[config.mk]
export PLATFORM = sky130hd
export DESIGN_NAME = conv1d_top
export DESIGN_NICKNAME = d
export VERILOG_FILES = /design/src/verilog/conv_cfg_pkg.sv /design/src/verilog/conv_stream_pkg.sv /design/src/verilog/ifmap_loader.sv /design/src/verilog/ifmap_spad.sv /design/src/verilog/ifmap_addr_gen.sv /design/src/verilog/conv_ctrl.sv /design/src/verilog/mac_unit.sv /design/src/verilog/psum_buffer.sv /design/src/verilog/conv1d_top.sv
export SDC_FILE = /design/constraint.sdc
export NUM_CORES = 2
export LEC_CHECK = 0
export BUFFER_PORTS_ARGS = -buffer_cell sky130_fd_sc_hd__buf_4
export CORE_ASPECT_RATIO = 1.25
export CORE_MARGIN = 2
export CORE_UTILIZATION = 30
export CTS_BUF_LIST = sky130_fd_sc_hd__clkbuf_8
export CTS_CLUSTER_SIZE = 30
export DETAILED_ROUTE_END_ITERATION = 12
export SLEW_MARGIN = 10
export SYNTH_ARGS = -nofsm -noshare
export SYNTH_HDL_FRONTEND = slang
export SYNTH_SLANG_ARGS = --single-unit
[constraint.sdc]
create_clock -name clk -period 10.65 [get_ports clk]
set_input_delay 1.065 -clock clk [delete_from_list [all_inputs] [get_ports clk]]
set_output_delay 1.065 -clock clk [all_outputs]
set_load 0.02 [all_outputs]
[src/verilog/conv_cfg_pkg.sv]
package conv_cfg_pkg;

    localparam int DATA_W   = 16;    // Pixel, weight and payload width.
    localparam int STRIDE_W = 4;
    localparam int ROWS_W   = 4;

    typedef enum logic [1:0] {
        KIND_CFG    = 2'd0,
        KIND_WEIGHT = 2'd1,
        KIND_PIXEL  = 2'd2
    } beat_kind_e;

    typedef struct packed {
        logic [STRIDE_W-1:0]               stride;
        logic [ROWS_W-1:0]                 num_rows;
        logic [DATA_W-STRIDE_W-ROWS_W-1:0] pad;     // Reserved.
    } frame_cfg_t;

    // Payload of one input beat, read according to the beat kind.
    typedef union packed {
        logic signed [DATA_W-1:0] value;
        frame_cfg_t               cfg;
    } payload_u;

endpackage

[src/verilog/conv_stream_pkg.sv]
package conv_stream_pkg;

    localparam int SUM_W = 2 * conv_cfg_pkg::DATA_W + 4;    // Accumulator width.

    typedef struct packed {
        conv_cfg_pkg::beat_kind_e kind;
        logic                     last;     // Final pixel of a row.
        conv_cfg_pkg::payload_u   payload;
    } in_beat_t;

    typedef struct packed {
        logic [conv_cfg_pkg::ROWS_W-1:0] row;
        logic signed [SUM_W-1:0]         sum;
    } psum_t;

endpackage

[src/verilog/ifmap_loader.sv]
module ifmap_loader #(
    parameter int IFMAP_DEPTH = 32,
    parameter int MAX_ROW     = 4,
    parameter int FILTER_SIZE = 3,
    localparam int ADDR_W     = (IFMAP_DEPTH > 1) ? $clog2(IFMAP_DEPTH) : 1,
    localparam int ROW_W      = (MAX_ROW > 1) ? $clog2(MAX_ROW) : 1,
    localparam int IDX_W      = (FILTER_SIZE > 1) ? $clog2(FILTER_SIZE) : 1
) (
    input  logic                                   clk,
    input  logic                                   rst,
    input  logic                                   in_valid,
    output logic                                   in_ready,
    input  conv_stream_pkg::in_beat_t              in_beat,
    output logic                                   wr_en,
    output logic [ADDR_W-1:0]                      wr_addr,
    output logic signed [conv_cfg_pkg::DATA_W-1:0] wr_data,
    output logic                                   w_we,
    output logic [IDX_W-1:0]                       w_idx,
    output logic signed [conv_cfg_pkg::DATA_W-1:0] w_data,
    output logic                                   stride_ld,
    output logic [conv_cfg_pkg::STRIDE_W-1:0]      stride,
    output logic                                   tbl_we,
    output logic [ROW_W-1:0]                       tbl_row,
    output logic [ADDR_W-1:0]                      tbl_start,
    output logic [ADDR_W-1:0]                      tbl_end,
    output logic                                   tbl_last,
    output logic                                   frame_loaded,
    input  logic                                   frame_done
);

    logic                            xfer;
    logic [ADDR_W-1:0]               wr_ptr;
    logic [IDX_W-1:0]                w_cnt;
    logic [conv_cfg_pkg::ROWS_W-1:0] row_cnt;
    logic [conv_cfg_pkg::ROWS_W-1:0] num_rows;
    logic [ADDR_W-1:0]               row_start;

    assign in_ready = !frame_loaded;    // Closed while a frame computes.
    assign xfer     = in_valid && in_ready;

    // ~~~~~~~~~~~~~~~~~~~~~~~~~~~~~~~~~~~~~~~~~~~~~~~~~~~~~~~~~~~~~~~~~~~~~~~~~
    // Beat decode
    // ~~~~~~~~~~~~~~~~~~~~~~~~~~~~~~~~~~~~~~~~~~~~~~~~~~~~~~~~~~~~~~~~~~~~~~~~~
    assign stride_ld = xfer && (in_beat.kind == conv_cfg_pkg::KIND_CFG);
    assign stride    = in_beat.payload.cfg.stride;
    assign w_we      = xfer && (in_beat.kind == conv_cfg_pkg::KIND_WEIGHT);
    assign w_idx     = w_cnt;
    assign w_data    = in_beat.payload.value;
    assign wr_en     = xfer && (in_beat.kind == conv_cfg_pkg::KIND_PIXEL);
    assign wr_addr   = wr_ptr;
    assign wr_data   = in_beat.payload.value;

    assign tbl_we    = wr_en && in_beat.last;
    assign tbl_row   = row_cnt[ROW_W-1:0];
    assign tbl_start = row_start;
    assign tbl_end   = wr_ptr + ADDR_W'(1);    // One past the row's last pixel.
    assign tbl_last  = (row_cnt + 1'b1) == num_rows;

    always_ff @(posedge clk) begin
        if (rst || frame_done) begin
            wr_ptr       <= '0;
            w_cnt        <= '0;
            row_cnt      <= '0;
            row_start    <= '0;
            frame_loaded <= 1'b0;
        end else begin
            if (w_we) begin
                w_cnt <= w_cnt + 1'b1;
            end
            if (wr_en) begin
                wr_ptr <= wr_ptr + 1'b1;
            end
            if (tbl_we) begin
                row_cnt      <= row_cnt + 1'b1;
                row_start    <= tbl_end;
                frame_loaded <= tbl_last;
            end
        end
    end

    always_ff @(posedge clk) begin
        if (rst) begin
            num_rows <= '0;
        end else if (stride_ld) begin
            num_rows <= in_beat.payload.cfg.num_rows;
        end
    end

endmodule

[src/verilog/ifmap_spad.sv]
module ifmap_spad #(
    parameter int IFMAP_DEPTH = 32,
    localparam int ADDR_W     = (IFMAP_DEPTH > 1) ? $clog2(IFMAP_DEPTH) : 1
) (
    input  logic                                   clk,
    input  logic                                   wr_en,
    input  logic [ADDR_W-1:0]                      wr_addr,
    input  logic signed [conv_cfg_pkg::DATA_W-1:0] wr_data,
    input  logic [ADDR_W-1:0]                      raddr,
    output logic signed [conv_cfg_pkg::DATA_W-1:0] rd_data
);

    logic signed [conv_cfg_pkg::DATA_W-1:0] mem [IFMAP_DEPTH];

    always_ff @(posedge clk) begin
        if (wr_en) begin
            mem[wr_addr] <= wr_data;
        end
    end

    assign rd_data = mem[raddr];    // Read port is combinational.

endmodule

[src/verilog/ifmap_addr_gen.sv]
module ifmap_addr_gen #(
    parameter int IFMAP_DEPTH = 32,
    parameter int MAX_ROW     = 4,
    parameter int FILTER_SIZE = 3,
    localparam int ADDR_W     = (IFMAP_DEPTH > 1) ? $clog2(IFMAP_DEPTH) : 1,
    localparam int ROW_W      = (MAX_ROW > 1) ? $clog2(MAX_ROW) : 1,
    localparam int IDX_W      = (FILTER_SIZE > 1) ? $clog2(FILTER_SIZE) : 1
) (
    input  logic                              clk,
    input  logic                              rst,
    input  logic                              stride_ld,
    input  logic [conv_cfg_pkg::STRIDE_W-1:0] stride,
    input  logic                              tbl_we,
    input  logic [ROW_W-1:0]                  tbl_row,
    input  logic [ADDR_W-1:0]                 tbl_start,
    input  logic [ADDR_W-1:0]                 tbl_end,
    input  logic                              tbl_last,
    input  logic                              head_sel_start,
    input  logic                              head_ld,
    input  logic [IDX_W-1:0]                  offset,
    input  logic                              row_inc,
    input  logic                              row_clr,
    output logic                              row_end,
    output logic                              finish_row,
    output logic [ADDR_W-1:0]                 raddr,
    output logic [ROW_W-1:0]                  row_ptr
);

    logic [ADDR_W-1:0]               head;
    logic [ADDR_W-1:0]               head_next;
    logic [ADDR_W-1:0]               win_end;
    logic [conv_cfg_pkg::STRIDE_W-1:0] stride_q;
    logic [ROW_W-1:0]                last_row;
    logic [ADDR_W-1:0]               start_tbl [MAX_ROW];
    logic [ADDR_W-1:0]               end_tbl   [MAX_ROW];

    assign head_next  = head_sel_start ? start_tbl[row_ptr] : head + ADDR_W'(stride_q);
    assign raddr      = head + ADDR_W'(offset);    // Wraps with the scratchpad.
    assign win_end    = head + ADDR_W'(FILTER_SIZE);
    assign row_end    = (win_end == end_tbl[row_ptr]);
    assign finish_row = (row_ptr == last_row);

    always_ff @(posedge clk) begin
        if (rst) begin
            head     <= '0;
            stride_q <= '0;
            row_ptr  <= '0;
            last_row <= '0;
        end else begin
            if (stride_ld) begin
                stride_q <= stride;
            end
            if (head_ld) begin
                head <= head_next;
            end
            if (row_clr) begin
                row_ptr <= '0;
            end else if (row_inc) begin
                row_ptr <= row_ptr + 1'b1;
            end
            if (tbl_we && tbl_last) begin
                last_row <= tbl_row;
            end
        end
    end

    // Row bounds, written as each row's last pixel lands.
    always_ff @(posedge clk) begin
        if (tbl_we) begin
            start_tbl[tbl_row] <= tbl_start;
            end_tbl[tbl_row]   <= tbl_end;
        end
    end

endmodule

[src/verilog/conv_ctrl.sv]
module conv_ctrl #(
    parameter int MAX_ROW     = 4,
    parameter int FILTER_SIZE = 3,
    localparam int ROW_W      = (MAX_ROW > 1) ? $clog2(MAX_ROW) : 1,
    localparam int IDX_W      = (FILTER_SIZE > 1) ? $clog2(FILTER_SIZE) : 1
) (
    input  logic                                          clk,
    input  logic                                          rst,
    input  logic                                          frame_loaded,
    output logic                                          frame_done,
    output logic                                          head_sel_start,
    output logic                                          head_ld,
    output logic [IDX_W-1:0]                              offset,
    output logic                                          row_inc,
    output logic                                          row_clr,
    input  logic                                          row_end,
    input  logic                                          finish_row,
    input  logic [ROW_W-1:0]                              row_ptr,
    output logic                                          acc_clr,
    output logic                                          acc_en,
    input  logic signed [conv_stream_pkg::SUM_W-1:0]      acc,
    output logic                                          push,
    output conv_stream_pkg::psum_t                        psum_in,
    input  logic                                          full
);

    typedef enum logic [2:0] {
        ST_IDLE,
        ST_ROW_START,
        ST_ACCUM,
        ST_PUSH,
        ST_ADVANCE,
        ST_NEXT_ROW
    } state_e;

    state_e           state;
    state_e           state_next;
    logic [IDX_W-1:0] off_q;
    logic             last_tap;

    assign offset   = off_q;
    assign last_tap = (off_q == IDX_W'(FILTER_SIZE - 1));
    assign push     = (state == ST_PUSH) && !full;

    always_comb begin
        psum_in            = '0;
        psum_in.row[ROW_W-1:0] = row_ptr;    // Tag with the current row.
        psum_in.sum        = acc;
    end

    // ~~~~~~~~~~~~~~~~~~~~~~~~~~~~~~~~~~~~~~~~~~~~~~~~~~~~~~~~~~~~~~~~~~~~~~~~~
    // Window and row sequencing
    // ~~~~~~~~~~~~~~~~~~~~~~~~~~~~~~~~~~~~~~~~~~~~~~~~~~~~~~~~~~~~~~~~~~~~~~~~~
    always_comb begin
        state_next     = state;
        head_sel_start = 1'b0;
        head_ld        = 1'b0;
        row_inc        = 1'b0;
        row_clr        = 1'b0;
        acc_clr        = 1'b0;
        acc_en         = 1'b0;
        frame_done     = 1'b0;
        case (state)
            ST_IDLE: begin
                if (frame_loaded) begin
                    state_next = ST_ROW_START;
                end
            end
            ST_ROW_START: begin
                head_sel_start = 1'b1;    // Head from the row's start entry.
                head_ld        = 1'b1;
                acc_clr        = 1'b1;
                state_next     = ST_ACCUM;
            end
            ST_ADVANCE: begin
                head_ld    = 1'b1;        // Head moves by the stride.
                acc_clr    = 1'b1;
                state_next = ST_ACCUM;
            end
            ST_ACCUM: begin
                acc_en = 1'b1;
                if (last_tap) begin
                    state_next = ST_PUSH;
                end
            end
            ST_PUSH: begin
                if (!full) begin
                    if (!row_end) begin
                        state_next = ST_ADVANCE;
                    end else if (!finish_row) begin
                        state_next = ST_NEXT_ROW;
                    end else begin
                        frame_done = 1'b1;
                        row_clr    = 1'b1;
                        state_next = ST_IDLE;
                    end
                end
            end
            ST_NEXT_ROW: begin
                row_inc    = 1'b1;
                state_next = ST_ROW_START;
            end
            default: begin
                state_next = ST_IDLE;
            end
        endcase
    end

    always_ff @(posedge clk) begin
        if (rst) begin
            state <= ST_IDLE;
            off_q <= '0;
        end else begin
            state <= state_next;
            if (state == ST_ACCUM) begin
                off_q <= last_tap ? '0 : off_q + 1'b1;
            end
        end
    end

endmodule

[src/verilog/mac_unit.sv]
module mac_unit #(
    parameter int FILTER_SIZE = 3,
    localparam int IDX_W      = (FILTER_SIZE > 1) ? $clog2(FILTER_SIZE) : 1
) (
    input  logic                                     clk,
    input  logic                                     rst,
    input  logic                                     w_we,
    input  logic [IDX_W-1:0]                         w_idx,
    input  logic signed [conv_cfg_pkg::DATA_W-1:0]   w_data,
    input  logic [IDX_W-1:0]                         offset,
    input  logic signed [conv_cfg_pkg::DATA_W-1:0]   rd_data,
    input  logic                                     acc_clr,
    input  logic                                     acc_en,
    output logic signed [conv_stream_pkg::SUM_W-1:0] acc
);

    logic signed [conv_cfg_pkg::DATA_W-1:0]   weight_q [FILTER_SIZE];
    logic signed [2*conv_cfg_pkg::DATA_W-1:0] prod;

    always_ff @(posedge clk) begin
        if (w_we) begin
            weight_q[w_idx] <= w_data;
        end
    end

    assign prod = weight_q[offset] * rd_data;    // Tap selected by the window offset.

    always_ff @(posedge clk) begin
        if (rst || acc_clr) begin
            acc <= '0;
        end else if (acc_en) begin
            acc <= acc + conv_stream_pkg::SUM_W'(prod);    // Sign extends.
        end
    end

endmodule

[src/verilog/psum_buffer.sv]
module psum_buffer (
    input  logic                   clk,
    input  logic                   rst,
    input  logic                   push,
    input  conv_stream_pkg::psum_t psum_in,
    output logic                   full,
    output logic                   psum_valid,
    input  logic                   psum_ready,
    output conv_stream_pkg::psum_t psum
);

    conv_stream_pkg::psum_t mem [2];
    logic                   wr_ptr;
    logic                   rd_ptr;
    logic [1:0]             count;
    logic                   pop;

    assign pop        = psum_valid && psum_ready;
    assign full       = (count == 2'd2);
    assign psum_valid = (count != 2'd0);
    assign psum       = mem[rd_ptr];    // Head entry.

    always_ff @(posedge clk) begin
        if (push) begin
            mem[wr_ptr] <= psum_in;
        end
    end

    always_ff @(posedge clk) begin
        if (rst) begin
            wr_ptr <= 1'b0;
            rd_ptr <= 1'b0;
            count  <= 2'd0;
        end else begin
            if (push) begin
                wr_ptr <= !wr_ptr;
            end
            if (pop) begin
                rd_ptr <= !rd_ptr;
            end
            count <= count + {1'b0, push} - {1'b0, pop};
        end
    end

endmodule

[src/verilog/conv1d_top.sv]
module conv1d_top #(
    parameter int IFMAP_DEPTH = 32,
    parameter int MAX_ROW     = 4,
    parameter int FILTER_SIZE = 3
) (
    input  logic                      clk,
    input  logic                      rst,
    input  logic                      in_valid,
    output logic                      in_ready,
    input  conv_stream_pkg::in_beat_t in_beat,
    output logic                      psum_valid,
    input  logic                      psum_ready,
    output conv_stream_pkg::psum_t    psum
);

    localparam int ADDR_W = (IFMAP_DEPTH > 1) ? $clog2(IFMAP_DEPTH) : 1;
    localparam int ROW_W  = (MAX_ROW > 1) ? $clog2(MAX_ROW) : 1;
    localparam int IDX_W  = (FILTER_SIZE > 1) ? $clog2(FILTER_SIZE) : 1;

    logic                                     wr_en;
    logic [ADDR_W-1:0]                        wr_addr;
    logic signed [conv_cfg_pkg::DATA_W-1:0]   wr_data;
    logic                                     w_we;
    logic [IDX_W-1:0]                         w_idx;
    logic signed [conv_cfg_pkg::DATA_W-1:0]   w_data;
    logic                                     stride_ld;
    logic [conv_cfg_pkg::STRIDE_W-1:0]        stride;
    logic                                     tbl_we;
    logic [ROW_W-1:0]                         tbl_row;
    logic [ADDR_W-1:0]                        tbl_start;
    logic [ADDR_W-1:0]                        tbl_end;
    logic                                     tbl_last;
    logic                                     frame_loaded;
    logic                                     frame_done;
    logic                                     head_sel_start;
    logic                                     head_ld;
    logic [IDX_W-1:0]                         offset;
    logic                                     row_inc;
    logic                                     row_clr;
    logic                                     row_end;
    logic                                     finish_row;
    logic [ADDR_W-1:0]                        raddr;
    logic [ROW_W-1:0]                         row_ptr;
    logic signed [conv_cfg_pkg::DATA_W-1:0]   rd_data;
    logic                                     acc_clr;
    logic                                     acc_en;
    logic signed [conv_stream_pkg::SUM_W-1:0] acc;
    logic                                     push;
    conv_stream_pkg::psum_t                   psum_in;
    logic                                     full;

    // ~~~~~~~~~~~~~~~~~~~~~~~~~~~~~~~~~~~~~~~~~~~~~~~~~~~~~~~~~~~~~~~~~~~~~~~~~
    // Input side
    // ~~~~~~~~~~~~~~~~~~~~~~~~~~~~~~~~~~~~~~~~~~~~~~~~~~~~~~~~~~~~~~~~~~~~~~~~~
    ifmap_loader #(
        .IFMAP_DEPTH(IFMAP_DEPTH),
        .MAX_ROW(MAX_ROW),
        .FILTER_SIZE(FILTER_SIZE)
    ) loader_i (
        .clk(clk), .rst(rst),
        .in_valid(in_valid), .in_ready(in_ready), .in_beat(in_beat),
        .wr_en(wr_en), .wr_addr(wr_addr), .wr_data(wr_data),
        .w_we(w_we), .w_idx(w_idx), .w_data(w_data),
        .stride_ld(stride_ld), .stride(stride),
        .tbl_we(tbl_we), .tbl_row(tbl_row), .tbl_start(tbl_start),
        .tbl_end(tbl_end), .tbl_last(tbl_last),
        .frame_loaded(frame_loaded), .frame_done(frame_done)
    );

    ifmap_spad #(
        .IFMAP_DEPTH(IFMAP_DEPTH)
    ) spad_i (
        .clk(clk),
        .wr_en(wr_en), .wr_addr(wr_addr), .wr_data(wr_data),
        .raddr(raddr), .rd_data(rd_data)
    );

    // ~~~~~~~~~~~~~~~~~~~~~~~~~~~~~~~~~~~~~~~~~~~~~~~~~~~~~~~~~~~~~~~~~~~~~~~~~
    // Processing
    // ~~~~~~~~~~~~~~~~~~~~~~~~~~~~~~~~~~~~~~~~~~~~~~~~~~~~~~~~~~~~~~~~~~~~~~~~~
    ifmap_addr_gen #(
        .IFMAP_DEPTH(IFMAP_DEPTH),
        .MAX_ROW(MAX_ROW),
        .FILTER_SIZE(FILTER_SIZE)
    ) addr_gen_i (
        .clk(clk), .rst(rst),
        .stride_ld(stride_ld), .stride(stride),
        .tbl_we(tbl_we), .tbl_row(tbl_row), .tbl_start(tbl_start),
        .tbl_end(tbl_end), .tbl_last(tbl_last),
        .head_sel_start(head_sel_start), .head_ld(head_ld), .offset(offset),
        .row_inc(row_inc), .row_clr(row_clr),
        .row_end(row_end), .finish_row(finish_row),
        .raddr(raddr), .row_ptr(row_ptr)
    );

    conv_ctrl #(
        .MAX_ROW(MAX_ROW),
        .FILTER_SIZE(FILTER_SIZE)
    ) ctrl_i (
        .clk(clk), .rst(rst),
        .frame_loaded(frame_loaded), .frame_done(frame_done),
        .head_sel_start(head_sel_start), .head_ld(head_ld), .offset(offset),
        .row_inc(row_inc), .row_clr(row_clr),
        .row_end(row_end), .finish_row(finish_row), .row_ptr(row_ptr),
        .acc_clr(acc_clr), .acc_en(acc_en), .acc(acc),
        .push(push), .psum_in(psum_in), .full(full)
    );

    mac_unit #(
        .FILTER_SIZE(FILTER_SIZE)
    ) mac_i (
        .clk(clk), .rst(rst),
        .w_we(w_we), .w_idx(w_idx), .w_data(w_data),
        .offset(offset), .rd_data(rd_data),
        .acc_clr(acc_clr), .acc_en(acc_en), .acc(acc)
    );

    // Output side.
    psum_buffer psum_buf_i (
        .clk(clk), .rst(rst),
        .push(push), .psum_in(psum_in), .full(full),
        .psum_valid(psum_valid), .psum_ready(psum_ready), .psum(psum)
    );

endmodule

==> metrics.md <==
| Metric | Value |
|---|---|
| Final critical path time including I/O delays and setup | 9.65 ns |
| Synthesis-to-finish area growth | 12.4% |
| Filler cell count | 13200 |
| Power per cell area | 222 nW/µm² |
| Core Footprint | 137000 µm² |
| Post-CTS resize count | 0 |
| Area fraction of the dominant cell type after synthesis | 49.2% |
| Startpoint kind of the worst setup timing path | register |
| Max-slew violation count | 0 |
| Crit Reg-Reg Startpoint | addr_gen_i.head[1] |
| Worst min-delay path class | reg -> reg |
| Post-layout util | 33.9% |
| Overall overflow remaining after global route | 0 |
| Critical-path cell with the highest stage delay | fa_4 |
| Syn avg cell area | 14.6 µm² |
| Post-synth top area cell | edfxtp_1 |
| DRC violation count after routing | 0 |
| Number of enable flip-flop cells after synthesis | 676 |
| Post-synth top flop | edfxtp_1 |
| Nets | 3428 |
| Antenna-violating nets left | 0 |
| Die Footprint | 140000 µm² |
| Destination of the worst register-to-register timing path | mac_i.acc[34] |
| Number of cells produced by synthesis | 2820 |
| Die Wd | 336 µm |
| Cell repeated most along the worst path | fa_1 |
| Gp weighted congestion | 0.843 |
| Tot GR Track Use | 13.1% |
| Die height | 419 µm |
| Warnings from Yosys | 0 |
| CTS H-tree lvls | 3 |
| Vias per cell | 4.65 |
| Power spent charging and discharging nets | 3.84 mW |
| Number of endpoints failing setup at the final stage | 0 |
| Final TNS setup | 0 ns |
| Number of cells on the worst hold path | 2 |
| Boundary Pins | 65 |
| CP max stage delay | 1.25 ns |
| Critical path origin | addr_gen_i.head[1] |
| Tot Pwr | 10.3 mW |
| Sequential-to-total area share from yosys stat | 53.3% |
| Final std cell area, no fill | 46400 µm² |
| Drt initial violations | 1692 |
| Cell area after placement | 44000 µm² |
| Final clock skew | 0.0388 ns |
| Post-detailed-route wirelength per cell | 18.7 µm |
| Maximum vdd drop | 210 µV |
| CP required | 11.32 ns |
| Via count of the first global-routing pass | 24000 |
| Last element of the critical path | mac_i.acc[34] |
| Clock tree from TritonCTS | yes |
| Count of buffers added by post-CTS timing repair for setup | 0 |
| Type of the worst setup path | reg -> reg |
| Clock network power share | 23.7% |
| Power Internal | 6.44 mW |
| Flops & latches, synth | 760 |
| Register-to-register path setup slack | 1.0 ns |
| Number of port buffers | 62 |
| Count of vias placed by the detailed router | 22400 |
| Hold slack | 0.477 ns |
| Leading cell type in the layout, fill and taps excluded | edfxtp_1 |
| Wire length of the first global-routing pass | 142 mm |
| Sequential Power Share | 31.7% |
| Number of buffers between clock root and the deepest sink | 3 |
| Reported leakage power | 17.3 nW |
| Detailed placement HPWL | 63.6 mm |
| Fmax | 104 MHz |
| Clock transition at the registers of the reported paths | 0.08 ns |
| Fraction of layout cells with a size suffix above 1 | 17.8% |
| Ratio of final minimum period to clock period | 90.6% |
| First-pass iteration count of the detailed router | 5 |
| Number of rows created at floorplan | 152 |
| Clock root buffer master | clkbuf_8 |
| Relative slew margins | 22.1% |
| TritonCTS Buffers | 117 |
| Antenna violations before repair | 2 |
| Pin count of the biggest net entering global routing | 48 |
| CTS Sinks | 760 |
| Commonest non-fill, non-tap cells in the layout | edfxtp_1 (676), inv_1 (398), fa_1 (315) |
| Post-Syn Area | 41200 µm² |
| Actual slew at the worst max-slew pin | 1.16 ns |
| Cts hold-fix bufs | 0 |
| Result of the run | finished, final reports clean |
| Part of the total power dissipated in combinational logic | 44.6% |
| R2R cell count | 25 |
| Nature of the critical path endpoint | register |
| Initial standard-cell utilization of the core | 30.1% |
| Final wirelength | 90.4 mm |
| Final hold violation count | 0 |
| Fraction of synthesis flops using an asynchronous set or reset pin | 0% |
| CP Max Fanout | 41 |
| Worst-skew pair later-pin latency | 0.77 ns |
| Unrepaired setup endpoints after global routing | no |
| Switch share | 37.4% |
| Cell variety after synth | 81 |
| Top post-synthesis cells by area | edfxtp_1 (49%), fa_1 (15%), mux4_2 (8.0%), dfxtp_1 (4.1%), ha_1 (3.9%) |
| Arrival time at the worst endpoint | 10.32 ns |
| Max cap viols | 0 |
[through the flow]
| stage | setup slack [ns] | instances |
|---|---|---|
| after floorplan | 2.42 | 2821 |
| after global placement | 1.19 | 4614 |
| after detailed placement | 1.09 | 4614 |
| after CTS | 1.04 | 4826 |
| after global routing | 0.530 | 4827 |
| final | 0.998 | 4827 |
[routing by layer]
metal	global-route usage, %	share of wire (%)
met5	0	0.014
met4	3.98	2.4
met3	2.08	4.7
met2	23.2	50
met1	16.4	43
[power by group through the flow]
| stage | Sequential [mW] | Clock (mW) | Combinational (mW) |
|---|---|---|---|
| floorplan | 3.32 | 0 | 3.55 |
| global placement | 3.32 | 0 | 4.51 |
| detailed placement | 3.32 | 0 | 4.56 |
| CTS | 3.26 | 2.52 | 4.57 |
| global route | 3.26 | 2.64 | 5.24 |
| finish | 3.26 | 2.44 | 4.59 |
[Yosys cell counts, types with 5 or more instances]
cell type / count
edfxtp_1: 676
inv_1: 371
fa_1: 316
nor2_1: 234
nand2_1: 189
mux4_2: 147
ha_1: 127
dfxtp_1: 84
a21oi_1: 66
clkbuf_1: 48
mux2_2: 42
xnor2_1: 38
o21ai_0: 34
buf_2: 30
or2_1: 25
mux2i_1: 24
nand2b_1: 24
nand3_1: 23
o21a_1: 22
and2_1: 20
xor2_1: 20
nor3_1: 17
a211oi_1: 16
buf_4: 16
a21o_1: 15
mux4_1: 13
or2_2: 13
and3_1: 11
nor2b_1: 11
o211ai_1: 11
buf_1: 9
o21ai_1: 8
or3_1: 8
a31oi_1: 7
buf_6: 7
a311oi_1: 6
mux2i_4: 6
nand3b_1: 6
o31ai_1: 6
a21oi_2: 5
[registers in the layout, indices dropped and copies added (netlist names), 3 cells and up, named ones only]
name                  flops
loader_i.wr_addr          5
addr_gen_i.stride_q       4
addr_gen_i.end_tbl       20
ctrl_i.state              3
mac_i.weight_q           48
addr_gen_i.head           5
psum_buf_i.mem           76
spad_i.mem              512
addr_gen_i.start_tbl     20
loader_i.num_rows         4
mac_i.acc                36
loader_i.row_cnt          4
loader_i.tbl_start        5
[final cells by class]
type                    count  area (µm²)  share of cell area, %
clock inverters            85         628                   1.35
diodes                      1        2.50                0.00540
repair buffers            136        1100                   2.36
clock buffers             127        1750                   3.77
multi-input cells        1572       17300                   37.3
well taps                1771        2220                   4.78
flip-flops and latches    760       22000                   47.4
inverters                 375        1410                   3.04
[worst max-delay path, delay by kind of cell (launching register included)]
family,cells,cell delay [ns]
muxes,3,1.46
DFF,1,0.41
buffers and inverters,5,0.84
adders and majority gates,8,4.55
and+or+nand+nor,3,0.38
AOI/OAI and AO/OA,6,1.88
[how the worst min path moves through the flow]
stage                                 from                     end  slack, ns
floorplan           addr_gen_i.stride_q[0]  addr_gen_i.stride_q[0]       0.44
global placement    addr_gen_i.stride_q[2]  addr_gen_i.stride_q[2]       0.45
detailed placement  addr_gen_i.stride_q[2]  addr_gen_i.stride_q[2]       0.47
CTS                 addr_gen_i.stride_q[2]  addr_gen_i.stride_q[2]       0.48
global route        addr_gen_i.stride_q[2]  addr_gen_i.stride_q[2]       0.50
finish              addr_gen_i.stride_q[2]  addr_gen_i.stride_q[2]       0.48
[kinds of logic (layout without fill, tap and decap cells)]
kind of cell    after synthesis  after routing  share of synthesized area, %
compound gates              226            226                          3.60
xor+xnor                     62             62                          1.39
fa+ha+maj                   443            443                          19.2
other cells                   1              3                       0.00909
buf+inv                     489            723                          4.92
mux                         232            232                          10.9
flops                       760            760                          53.3
simple gates                607            607                          6.67
Note: power is estimated with default switching activity, not from simulation.
